### src/design/mem_stage_pkg.sv
//======================================================================
// Memory stage package
// Widths, funct3 size and load codes, the load word view and the
// data memory handshake states shared by the MEM stage blocks
//======================================================================

`default_nettype none

package mem_stage_pkg;

    //==================================================================
    // Widths
    //==================================================================
    localparam int XLEN       = 32;           // Data and address width
    localparam int REG_ADDR_W = 5;            // Register number
    localparam int MASK_W     = XLEN / 8;     // One enable per byte lane
    localparam int FUNCT3_W   = 3;

    //==================================================================
    // funct3 codes
    //==================================================================
    localparam logic [1:0] SIZE_BYTE = 2'b00; // funct3[1:0] access size
    localparam logic [1:0] SIZE_HALF = 2'b01;
    localparam logic [1:0] SIZE_WORD = 2'b10;

    localparam logic [FUNCT3_W-1:0] F3_LB  = 3'b000;
    localparam logic [FUNCT3_W-1:0] F3_LH  = 3'b001;
    localparam logic [FUNCT3_W-1:0] F3_LW  = 3'b010;
    localparam logic [FUNCT3_W-1:0] F3_LBU = 3'b100;
    localparam logic [FUNCT3_W-1:0] F3_LHU = 3'b101;

    // One read word, seen as byte lanes or as halfword lanes
    typedef union packed {
        logic [MASK_W-1:0][7:0]  bytes;     // Lane n = bits 8n+7:8n
        logic [1:0][XLEN/2-1:0]  halves;    // Lane 1 = upper halfword
    } load_word_u;

    // Four-phase req/ack master states
    typedef enum logic [1:0] {
        IDLE    = 2'd0,   // No access pending
        REQ     = 2'd1,   // req high, waiting for ack
        RELEASE = 2'd2,   // req dropped, waiting for ack low
        DONE    = 2'd3    // One cycle, result valid
    } port_state_e;

endpackage

`default_nettype wire

### src/design/ex_mem_if.sv
//======================================================================
// EX/MEM bus
// Registered instruction fields from the pipeline register to the
// decode, memory port and load blocks
//======================================================================

`timescale 1ns/10ps
`default_nettype none

interface ex_mem_if;
    import mem_stage_pkg::*;

    logic                  valid;       // Entry holds an instruction
    logic [XLEN-1:0]       alu_result;  // Address for loads and stores
    logic [XLEN-1:0]       store_data;  // rs2 value, unshifted
    logic [REG_ADDR_W-1:0] rd;
    logic [FUNCT3_W-1:0]   funct3;      // Size and sign of access
    logic                  mem_read;
    logic                  mem_write;
    logic                  mem_to_reg;  // Writeback from load data
    logic                  reg_write;

    modport producer (output valid, alu_result, store_data, rd, funct3,
                      mem_read, mem_write, mem_to_reg, reg_write);
    modport consumer (input  valid, alu_result, store_data, rd, funct3,
                      mem_read, mem_write, mem_to_reg, reg_write);

endinterface

`default_nettype wire

### src/design/ex_mem_reg.sv
//======================================================================
// EX/MEM pipeline register
// Captures the execute stage result, holds it while a data access
// stalls the stage
//======================================================================

`timescale 1ns/10ps
`default_nettype none

module ex_mem_reg (
    input  logic                               i_clk,
    input  logic                               i_rst,
    input  logic                               i_stall,      // Hold current entry
    input  logic                               i_valid,
    input  logic [mem_stage_pkg::XLEN-1:0]     i_alu_result,
    input  logic [mem_stage_pkg::XLEN-1:0]     i_store_data,
    input  logic [mem_stage_pkg::REG_ADDR_W-1:0] i_rd,
    input  logic [mem_stage_pkg::FUNCT3_W-1:0] i_funct3,
    input  logic                               i_mem_read,
    input  logic                               i_mem_write,
    input  logic                               i_mem_to_reg,
    input  logic                               i_reg_write,
    ex_mem_if.producer                         o_ex
);

    //==================================================================
    // Control fields
    //==================================================================
    always_ff @(posedge i_clk) begin
        if (i_rst) begin
            o_ex.valid      <= 1'b0;
            o_ex.mem_read   <= 1'b0;
            o_ex.mem_write  <= 1'b0;
            o_ex.mem_to_reg <= 1'b0;
            o_ex.reg_write  <= 1'b0;
        end else if (!i_stall) begin
            o_ex.valid      <= i_valid;        // Bubble when EX has nothing
            o_ex.mem_read   <= i_mem_read;
            o_ex.mem_write  <= i_mem_write;
            o_ex.mem_to_reg <= i_mem_to_reg;
            o_ex.reg_write  <= i_reg_write;
        end
    end

    //==================================================================
    // Payload fields
    //==================================================================
    always_ff @(posedge i_clk) begin
        if (!i_stall) begin
            o_ex.alu_result <= i_alu_result;
            o_ex.store_data <= i_store_data;
            o_ex.rd         <= i_rd;
            o_ex.funct3     <= i_funct3;
        end
    end

    // EX never issues a load and a store in one instruction
    a_one_access: assert property (@(posedge i_clk) disable iff (i_rst)
        o_ex.valid |-> !(o_ex.mem_read && o_ex.mem_write));

endmodule

`default_nettype wire

### src/design/access_decode.sv
//======================================================================
// Access decode
// Word address, byte enables, store lane shift and misalignment
// check for the held load or store
//======================================================================

`timescale 1ns/10ps
`default_nettype none

module access_decode (
    ex_mem_if.consumer                        i_ex,
    output logic [mem_stage_pkg::XLEN-1:0]    o_addr,       // Word aligned
    output logic [mem_stage_pkg::MASK_W-1:0]  o_mask,       // Byte enables
    output logic [mem_stage_pkg::XLEN-1:0]    o_wdata,      // Store data on its lanes
    output logic                              o_misaligned
);
    import mem_stage_pkg::*;

    logic [1:0]        offset;      // Byte within word
    logic [1:0]        size;
    logic [MASK_W-1:0] base_mask;   // Enables at offset zero

    assign offset = i_ex.alu_result[1:0];
    assign size   = i_ex.funct3[1:0];

    assign o_addr = {i_ex.alu_result[XLEN-1:2], 2'b00};

    always_comb begin
        case (size)
            SIZE_BYTE: base_mask = 4'b0001;
            SIZE_HALF: base_mask = 4'b0011;
            default:   base_mask = 4'b1111;   // SW
        endcase
    end

    assign o_mask  = base_mask << offset;
    assign o_wdata = i_ex.store_data << {offset, 3'b000};  // 8 bits per byte

    // Halfword at odd offset or word off a word boundary
    assign o_misaligned = (i_ex.mem_read || i_ex.mem_write) &&
                          (((size == SIZE_HALF) && offset[0]) ||
                           ((size == SIZE_WORD) && (offset != 2'b00)));

endmodule

`default_nettype wire

### src/design/dmem_port.sv
//======================================================================
// Data memory port
// Four-phase req/ack master: runs one access per held load or store,
// latches read data and stalls the stage until the access is done
//======================================================================

`timescale 1ns/10ps
`default_nettype none

module dmem_port (
    input  logic                              i_clk,
    input  logic                              i_rst,
    ex_mem_if.consumer                        i_ex,
    input  logic [mem_stage_pkg::XLEN-1:0]    i_addr,
    input  logic [mem_stage_pkg::MASK_W-1:0]  i_mask,
    input  logic [mem_stage_pkg::XLEN-1:0]    i_wdata,
    input  logic                              i_misaligned,
    output logic                              o_dmem_req,
    output logic                              o_dmem_we,
    output logic [mem_stage_pkg::XLEN-1:0]    o_dmem_addr,
    output logic [mem_stage_pkg::MASK_W-1:0]  o_dmem_mask,
    output logic [mem_stage_pkg::XLEN-1:0]    o_dmem_wdata,
    input  logic                              i_dmem_ack,
    input  logic [mem_stage_pkg::XLEN-1:0]    i_dmem_rdata,
    output logic [mem_stage_pkg::XLEN-1:0]    o_rdata,      // Latched load word
    output logic                              o_stall
);
    import mem_stage_pkg::*;

    port_state_e state;
    port_state_e state_nxt;
    logic        access;    // Held entry needs memory

    assign access = i_ex.valid && (i_ex.mem_read || i_ex.mem_write) && !i_misaligned;

    //==================================================================
    // Handshake FSM
    //==================================================================
    always_comb begin
        state_nxt = state;
        case (state)
            IDLE:    if (access)      state_nxt = REQ;
            REQ:     if (i_dmem_ack)  state_nxt = RELEASE;
            RELEASE: if (!i_dmem_ack) state_nxt = DONE;
            default:                  state_nxt = IDLE;   // DONE lasts one cycle
        endcase
    end

    always_ff @(posedge i_clk) begin
        if (i_rst) begin
            state <= IDLE;
        end else begin
            state <= state_nxt;
        end
    end

    // First ack-high cycle only
    always_ff @(posedge i_clk) begin
        if ((state == REQ) && i_dmem_ack) begin
            o_rdata <= i_dmem_rdata;
        end
    end

    // req rises straight out of IDLE, no cycle lost
    assign o_dmem_req   = ((state == IDLE) && access) || (state == REQ);
    assign o_dmem_we    = o_dmem_req && i_ex.mem_write;
    assign o_dmem_addr  = i_addr;
    assign o_dmem_mask  = o_dmem_we ? i_mask : '0;           // Zero on reads
    assign o_dmem_wdata = i_wdata;
    assign o_stall      = access && (state != DONE);

    // Request and its payload held until memory answers
    a_req_hold: assert property (@(posedge i_clk) disable iff (i_rst)
        (o_dmem_req && !i_dmem_ack) |=> o_dmem_req && $stable(o_dmem_we) &&
            $stable(o_dmem_addr) && $stable(o_dmem_mask) && $stable(o_dmem_wdata));

    a_req_after_ack_low: assert property (@(posedge i_clk) disable iff (i_rst)
        $rose(o_dmem_req) |-> !i_dmem_ack);

endmodule

`default_nettype wire

### src/design/load_unit.sv
//======================================================================
// Load unit
// Byte or halfword lane select, sign or zero extension and the
// writeback value choice between load data and ALU result
//======================================================================

`timescale 1ns/10ps
`default_nettype none

module load_unit (
    ex_mem_if.consumer                     i_ex,
    input  logic [mem_stage_pkg::XLEN-1:0] i_rdata,
    output logic [mem_stage_pkg::XLEN-1:0] o_wb_data
);
    import mem_stage_pkg::*;

    load_word_u        word;
    logic [1:0]        offset;
    logic [7:0]        byte_lane;
    logic [XLEN/2-1:0] half_lane;
    logic [XLEN-1:0]   load_val;    // Extended load result

    assign word   = i_rdata;
    assign offset = i_ex.alu_result[1:0];

    assign byte_lane = word.bytes[offset];
    assign half_lane = word.halves[offset[1]];   // offset[0] is zero, else misaligned

    //==================================================================
    // Extension by funct3
    //==================================================================
    always_comb begin
        case (i_ex.funct3)
            F3_LB:   load_val = {{(XLEN-8){byte_lane[7]}}, byte_lane};
            F3_LH:   load_val = {{(XLEN/2){half_lane[XLEN/2-1]}}, half_lane};
            F3_LW:   load_val = word;
            F3_LBU:  load_val = {{(XLEN-8){1'b0}}, byte_lane};
            F3_LHU:  load_val = {{(XLEN/2){1'b0}}, half_lane};
            default: load_val = word;            // Reserved codes read whole word
        endcase
    end

    assign o_wb_data = (i_ex.mem_read && i_ex.mem_to_reg) ? load_val : i_ex.alu_result;

endmodule

`default_nettype wire

### src/design/mem_stage_top.sv
//======================================================================
// RV32I memory access stage
// EX/MEM register, access decode, four-phase data memory port and
// load extension with writeback select
//======================================================================

`timescale 1ns/10ps
`default_nettype none

module mem_stage_top (
    input  logic                                 i_clk,
    input  logic                                 i_rst,
    // From execute
    input  logic                                 i_valid,
    input  logic [mem_stage_pkg::XLEN-1:0]       i_alu_result,
    input  logic [mem_stage_pkg::XLEN-1:0]       i_store_data,
    input  logic [mem_stage_pkg::REG_ADDR_W-1:0] i_rd,
    input  logic [mem_stage_pkg::FUNCT3_W-1:0]   i_funct3,
    input  logic                                 i_mem_read,
    input  logic                                 i_mem_write,
    input  logic                                 i_mem_to_reg,
    input  logic                                 i_reg_write,
    output logic                                 o_stall,      // Back-pressure to EX
    // Data memory
    output logic                                 o_dmem_req,
    output logic                                 o_dmem_we,
    output logic [mem_stage_pkg::XLEN-1:0]       o_dmem_addr,
    output logic [mem_stage_pkg::MASK_W-1:0]     o_dmem_mask,
    output logic [mem_stage_pkg::XLEN-1:0]       o_dmem_wdata,
    input  logic                                 i_dmem_ack,
    input  logic [mem_stage_pkg::XLEN-1:0]       i_dmem_rdata,
    // To writeback
    output logic                                 o_valid,
    output logic [mem_stage_pkg::XLEN-1:0]       o_wb_data,
    output logic [mem_stage_pkg::REG_ADDR_W-1:0] o_rd,
    output logic                                 o_reg_write,
    output logic                                 o_misaligned
);
    import mem_stage_pkg::*;

    ex_mem_if ex_bus ();

    logic [XLEN-1:0]   acc_addr;
    logic [MASK_W-1:0] acc_mask;
    logic [XLEN-1:0]   acc_wdata;
    logic              acc_misaligned;
    logic [XLEN-1:0]   load_rdata;      // Word latched by the port

    ex_mem_reg u_ex_mem_reg (
        .i_clk(i_clk), .i_rst(i_rst), .i_stall(o_stall),
        .i_valid(i_valid), .i_alu_result(i_alu_result), .i_store_data(i_store_data),
        .i_rd(i_rd), .i_funct3(i_funct3), .i_mem_read(i_mem_read),
        .i_mem_write(i_mem_write), .i_mem_to_reg(i_mem_to_reg),
        .i_reg_write(i_reg_write), .o_ex(ex_bus.producer)
    );

    access_decode u_access_decode (
        .i_ex(ex_bus.consumer), .o_addr(acc_addr), .o_mask(acc_mask),
        .o_wdata(acc_wdata), .o_misaligned(acc_misaligned)
    );

    dmem_port u_dmem_port (
        .i_clk(i_clk), .i_rst(i_rst), .i_ex(ex_bus.consumer),
        .i_addr(acc_addr), .i_mask(acc_mask), .i_wdata(acc_wdata),
        .i_misaligned(acc_misaligned),
        .o_dmem_req(o_dmem_req), .o_dmem_we(o_dmem_we), .o_dmem_addr(o_dmem_addr),
        .o_dmem_mask(o_dmem_mask), .o_dmem_wdata(o_dmem_wdata),
        .i_dmem_ack(i_dmem_ack), .i_dmem_rdata(i_dmem_rdata),
        .o_rdata(load_rdata), .o_stall(o_stall)
    );

    load_unit u_load_unit (
        .i_ex(ex_bus.consumer), .i_rdata(load_rdata), .o_wb_data(o_wb_data)
    );

    // One pulse per instruction, held back while memory is busy
    assign o_valid      = ex_bus.valid && !o_stall;
    assign o_rd         = ex_bus.rd;
    assign o_reg_write  = ex_bus.valid && ex_bus.reg_write;
    assign o_misaligned = ex_bus.valid && acc_misaligned;  // Access trap, no req issued

endmodule

`default_nettype wire

### config.mk
export PLATFORM = sky130hd
export DESIGN_NAME = mem_stage_top
export DESIGN_NICKNAME = d
export VERILOG_FILES = /design/src/design/mem_stage_pkg.sv /design/src/design/ex_mem_if.sv /design/src/design/ex_mem_reg.sv /design/src/design/access_decode.sv /design/src/design/dmem_port.sv /design/src/design/load_unit.sv /design/src/design/mem_stage_top.sv
export SDC_FILE = /design/constraint.sdc
export NUM_CORES = 1
export LEC_CHECK = 0
export BUFFER_PORTS_ARGS = -buffer_cell sky130_fd_sc_hd__buf_2
export CAP_MARGIN = 20
export CORE_AREA = 3 3 115 144
export CTS_CLUSTER_SIZE = 40
export DETAILED_ROUTE_END_ITERATION = 10
export DIE_AREA = 0 0 118 147
export PLACE_DENSITY = 0.7
export SYNTH_ARGS = -nofsm -noshare
export SYNTH_HDL_FRONTEND = slang
export SYNTH_SLANG_ARGS = --single-unit
### constraint.sdc
create_clock -name i_clk -period 4.1 [get_ports i_clk]
set_input_delay 0.41 -clock i_clk [delete_from_list [all_inputs] [get_ports i_clk]]
set_output_delay 0.41 -clock i_clk [all_outputs]
set_load 0.01 [all_outputs]
======== Word-level counts from Yosys, hierarchy flattened ========
Cells that the tools add are included.
storage, ports and cells
  register bits ........................... 111
  input bits .............................. 112
  output and inout bits ................... 111
cells by class
  $lt $le $gt $ge ......................... 2
  equality and inequality tests ........... 11
  shift operators ......................... 2
  mux-type cells .......................... 12
  reductions and logical operators ........ 23
operators by type and width
  operator                                                                count
  32-bit one-hot mux with 4 select lines                                  1
  16-bit two-way mux                                                      2
  32-bit two-way mux                                                      1
  32-bit by 5-bit << shifter with 32-bit output                           1
  8-bit binary-select mux with 2-bit select                               1
  1-bit logical AND                                                       13
  8-bit two-way mux                                                       1
  4-bit one-hot mux with 2 select lines                                   1
  3-bit equality test (second input constant)                             2
  2-bit two-way mux                                                       3
  2-bit != test (second input constant)                                   3
  2-bit one-hot mux with 3 select lines                                   1
  2-bit by 1-bit equality test with 1-bit output (second input constant)  2
  2-bit equality test (second input constant)                             2
  2-bit logical NOT                                                       2
  4-bit two-way mux                                                       1
  4-bit by 2-bit << shifter with 4-bit output                             1
  3-bit by 1-bit equality test with 1-bit output (second input constant)  1
  3-bit logical NOT                                                       1
  1-bit logical OR                                                        3
  2-bit by 3-bit < comparator with 1-bit output (second input constant)   1
  3-bit AND reduction                                                     1
  1-bit logical NOT                                                       2
  1-bit by 2-bit < comparator with 1-bit output (second input constant)   1
  2 further kinds                                                         2

======== Longest topological paths before layout ========
  depth after elaboration ................. 10
  depth in mapped cells ................... 6
  mapped depth without buffers ............ 5

======== Modules after synthesis ========
A second synthesis with hierarchy kept.
unflattened totals
  cell total of the unflattened synthesis .. 484
  area total of the unflattened synthesis .. 5,884.4 sq um
modules (own cells, without submodules)
  module         instances  cells an instance  area each (sq um)
  ex_mem_reg     1          89                 2,346.0
  dmem_port      1          125                1,696.6
  load_unit      1          158                970.9
  access_decode  1          109                844.6
  mem_stage_top  1          3                  26.3

======== Least setup slack after synthesis ========
Ideal clock, no wire load.
  kind .................................... register to register
  start ................................... reg u_ex_mem_reg.o_ex.alu_result[0]
  end ..................................... reg u_ex_mem_reg.o_ex.valid
  setup time .............................. 117 ps
  data arrival time ....................... 3,438 ps
  data required time ...................... 3,983 ps
  slack ................................... 545 ps
  stages on the path, launching flop included .. 6
  path buffers ............................ 1
  clock period less this slack ............ 3,555 ps
  path through ............................ edfxtp_1 > buf_2 > o21ai_1 > o2111ai_2 > inv_1 > o21a_1
on the way
  word-level cells in the longest chain between the ends .. 7
  elaborated cells on any way between the ends .. 8
ends and longest elaborated chain
  item                    line                 text
  start, declared         ex_mem_if.sv:23      modport producer (output valid, alu_result, store_data, rd, funct3,
  start signal, assigned  ex_mem_reg.sv:50     o_ex.alu_result <= i_alu_result;
  2-bit nonzero test      access_decode.sv:42  ((size == SIZE_WORD) && (offset != 2'b00)));
  1-bit logical AND       access_decode.sv:42
  1-bit logical OR (*)    access_decode.sv:41  (((size == SIZE_HALF) && offset[0]) ||
  1-bit logical AND (*)   access_decode.sv:40  assign o_misaligned = (i_ex.mem_read || i_ex.mem_write) &&
  1-bit logical NOT (*)   dmem_port.sv:34      assign access = i_ex.valid && (i_ex.mem_read || i_ex.mem_write) && !i_misaligned;
  1-bit logical AND (*)   dmem_port.sv:34
  1-bit logical AND (*)   dmem_port.sv:70      assign o_stall = access && (state != DONE);
  net o_stall             mem_stage_top.sv:23  output logic o_stall,
  end signal, assigned    ex_mem_reg.sv:37     o_ex.valid <= i_valid;
  end, declared           ex_mem_if.sv:23
Mark *: on every way through the listed nets, which the timed path passes. The rest lies on a longest branch.
A chain may end at the register's enable or synchronous reset.

======== Worst setup path in the final report ========
  start ................................... reg u_ex_mem_reg.o_ex.alu_result[1]
  end ..................................... out o_dmem_wdata[23] in the netlist's numbering
on the way
  word-level cells in the longest chain between the ends .. 1
ends and longest elaborated chain
  item                                           line                 text
  32-bit by 5-bit << shifter with 32-bit output  access_decode.sv:37  assign o_wdata = i_ex.store_data << {offset, 3'b000};
  end, declared                                  mem_stage_top.sv:29  output logic [mem_stage_pkg::XLEN-1:0] o_dmem_wdata,
No other way between the ends.

==> impl_results.md <==
* Crit path required time at 3.69 ns
* Setup ws final at 0.9764 ns
* Worst-path clk slew at 0.08 ns
* Largest regs: u_dmem_port.o_rdata: 32 flops, u_ex_mem_reg.o_ex.alu_result: 32 flops, u_ex_mem_reg.o_ex.store_data: 32 flops
* Synth warnings at 0
* Clk sinks at 111
* RSZ-0062 raised after global routing: no
* Placed insts at 829
* Cts repair resizes at 0
* Simple-gate share of the synthesized area at 10.67%
* First-pass iteration count of the detailed router at 4
* Slew at the pin closest to its max-slew limit at 0.8943 ns
* First-pass GRT wire length at 22720 um
* CTS root buf: clkbuf_16
* Critical path class: register to primary output
* Worst EP arrival at 2.71 ns
* Post-route antenna net violation count at 0
* PwrDens at 439.3 nW/um^2
* Cts bufs inserted at 9
* Mux contribution to synthesized area at 6.065%
* Cts hold-fix bufs at 0
* Starting Density at 35.01%
* GP Congestion at 0.8169
* Tmin final at 3.124 ns
* Drt via density at 4.845
* Die area at 17350 sq um
* Crit. End Element: primary output
* XOR/XNOR Fraction of Synth Area at 0%
* Mapped Cells at 455
* FMAX at 0.3201 GHz
* Status: completed
* Final Slew Violations at 0
* Clock buffer depth at 2
* Synth Area in Adders at 0.9403%
* Worst Skew at 0.006442 ns
* Crit path launch type: register
* Worst-Skew Late Latency at 0.35 ns
* Layout area overhead at 26.07%
* Synthesized cell area at 5323 sq um
* TNS Setup at 0 ns
* Initial antenna violation count at 4
* Ys async rst share at 0%
* H-Tree Depth at 3
* DR vias at 4104
* Synth area leader: edfxtp_1
* Worst Hold Class: primary input to register
* Main combinational cell family by area after synthesis: compound AO/OA/AOI/OAI gates
* Largest net degree at the start of global routing at 59
* Post-route insts no fill at 847
* # DRC at 0
* Slowest stage delay, CP at 0.81 ns
* Compound-gate portion of the synthesized area at 12.58%
* Sequential share of the synthesized area at 61.31%
* GRT Residual Overflow at 0
* Share of cells above drive strength 1 at 39.72%
* DP Worst Slack at 1.317 ns
* Ports at 223
* DR WL/cell at 17.57 um
* CTS tree: yes
* Worst path cell trace: clkinv_1 -> nor2_1 -> nand2_1 -> o21ai_0 -> buf_2
* Core Footprint at 15200 sq um
* Synth Flop Type: edfxtp_1
* Yosys top cell area share at 58.67%
* CP max stage cell: edfxtp_1
* Die X-Extent at 118 um
* Mapped Avg Cell Area at 11.70 sq um
* Post-synthesis register bit count at 111
* Most common cell after layout, fill and taps aside: buf_2
* Post-Route WL at 14880 um
* Max_cap viols at 0
* Port buffer count at 220
* Most frequent cells in the layout: 220 x buf_2, 104 x edfxtp_1, 43 x nand2_1
* Number of global-route vias before repair at 4179
* Slew HR at 40.23%
* Pleak at 2.932 nW
* EDFF count, synth at 104
* Die Span Y at 147 um
* Total GRT Usage at 16.94%
* Count of final setup violators at 0
* Hold Crit Start: i_store_data[6]
* VDD IR-drop max at 209.6 uV
* Count of different cell masters after synthesis at 42
* CP Launch Point: u_ex_mem_reg.o_ex.alu_result[1]
* Fin crit share at 76.19%
* Row cnt at 50
* R2R Path Start: u_ex_mem_reg.o_ex.alu_result[1]
* Final hold violation count at 0
* Setup Buffers After CTS at 0
* Crit-path max FO at 16
* DRT iter0 DRCs at 287
* Largest cells by area after synthesis: edfxtp_1 59%, buf_4 4.7%, mux2i_1 3.9%
* Post-DP HPWL at 10820 um
* Nets@finish at 748
## kinds of logic after synthesis
| logic type | count (synthesis) |
|---|---|
| simple gates | 127 |
| compound gates | 107 |
| buf+inv | 75 |
| fa+ha+maj | 4 |
| mux | 30 |
| flops | 111 |
| other cells | 1 |
## worst paths after layout
path	cells after the start	to	slack, ns
worst max-delay path	5	o_dmem_wdata[23]	0.98
worst min-delay path	1	u_ex_mem_reg.o_ex.store_data[6]	0.23
worst max register to register	3	u_ex_mem_reg.o_ex.alu_result[14]	1.50
worst min register to register	2	u_ex_mem_reg.o_ex.reg_write	0.49
## cell type report
class,instances,area [sq um]
diodes,2,5.005
clock buffers,9,225.2
clock inverters,7,118.9
fillers,1454,8492
inverters,15,56.30
multi-input cells,270,1630
flip-flops and latches,111,3263
well taps,208,260.3
repair buffers,225,1151
## where the power goes
| part | switching, W | internal, W |
|---|---|---|
| Combinational | 0.000283 | 0.000209 |
| Sequential | 0.0000714 | 0.00137 |
| Clock | 0.000418 | 0.000600 |
## worst max-delay path: cells and delay by family (launching register included)
kind | cells | cell delay, ns
buffers and inverters | 2 | 0.60
AO/OA/AOI/OAI | 1 | 0.10
AND/OR/NAND/NOR | 2 | 0.84
flip-flops | 1 | 0.81
## cells in the mapped netlist (all sizes together) (2+ instances only)
master	n
nor3	15
a211oi	10
o31ai	6
o21a	11
o21ai	19
nor2b	12
clkbuf	11
edfxtp	104
mux2	8
a31o	2
a21oi	41
inv	14
mux2i	21
a22oi	2
nand2	43
nor2	40
ha	4
a31oi	9
buf	49
dfxtp	7
and2	12
## layer usage
| metal | share of wire, % | GRT usage, % | vias up | routed length, um |
|---|---|---|---|---|
| met3 | 7.6 | 5.391 | 19 | 1132 |
| li1 | - | - | 1967 | - |
| met5 | 0.26 | 0 | - | 38 |
| met1 | 39 | 19.83 | 1937 | 5784 |
| met2 | 51 | 29.55 | 175 | 7643 |
| met4 | 1.9 | 5.455 | 6 | 281 |
## metrics by stage
step	hold slack, ns	util (%)	cell area, sq um	power (W)
after floorplan	0.4522	-	5326	0.001764
final	0.2271	44.14	6710	0.002948
after CTS	0.2044	44.11	6705	0.002988
after global placement	0.4686	41.84	6361	0.001953
after global routing	0.2024	44.12	6708	0.003084
after detailed placement	0.4802	41.84	6361	0.001963
No activity file was read; power rests on OpenSTA's default activity.
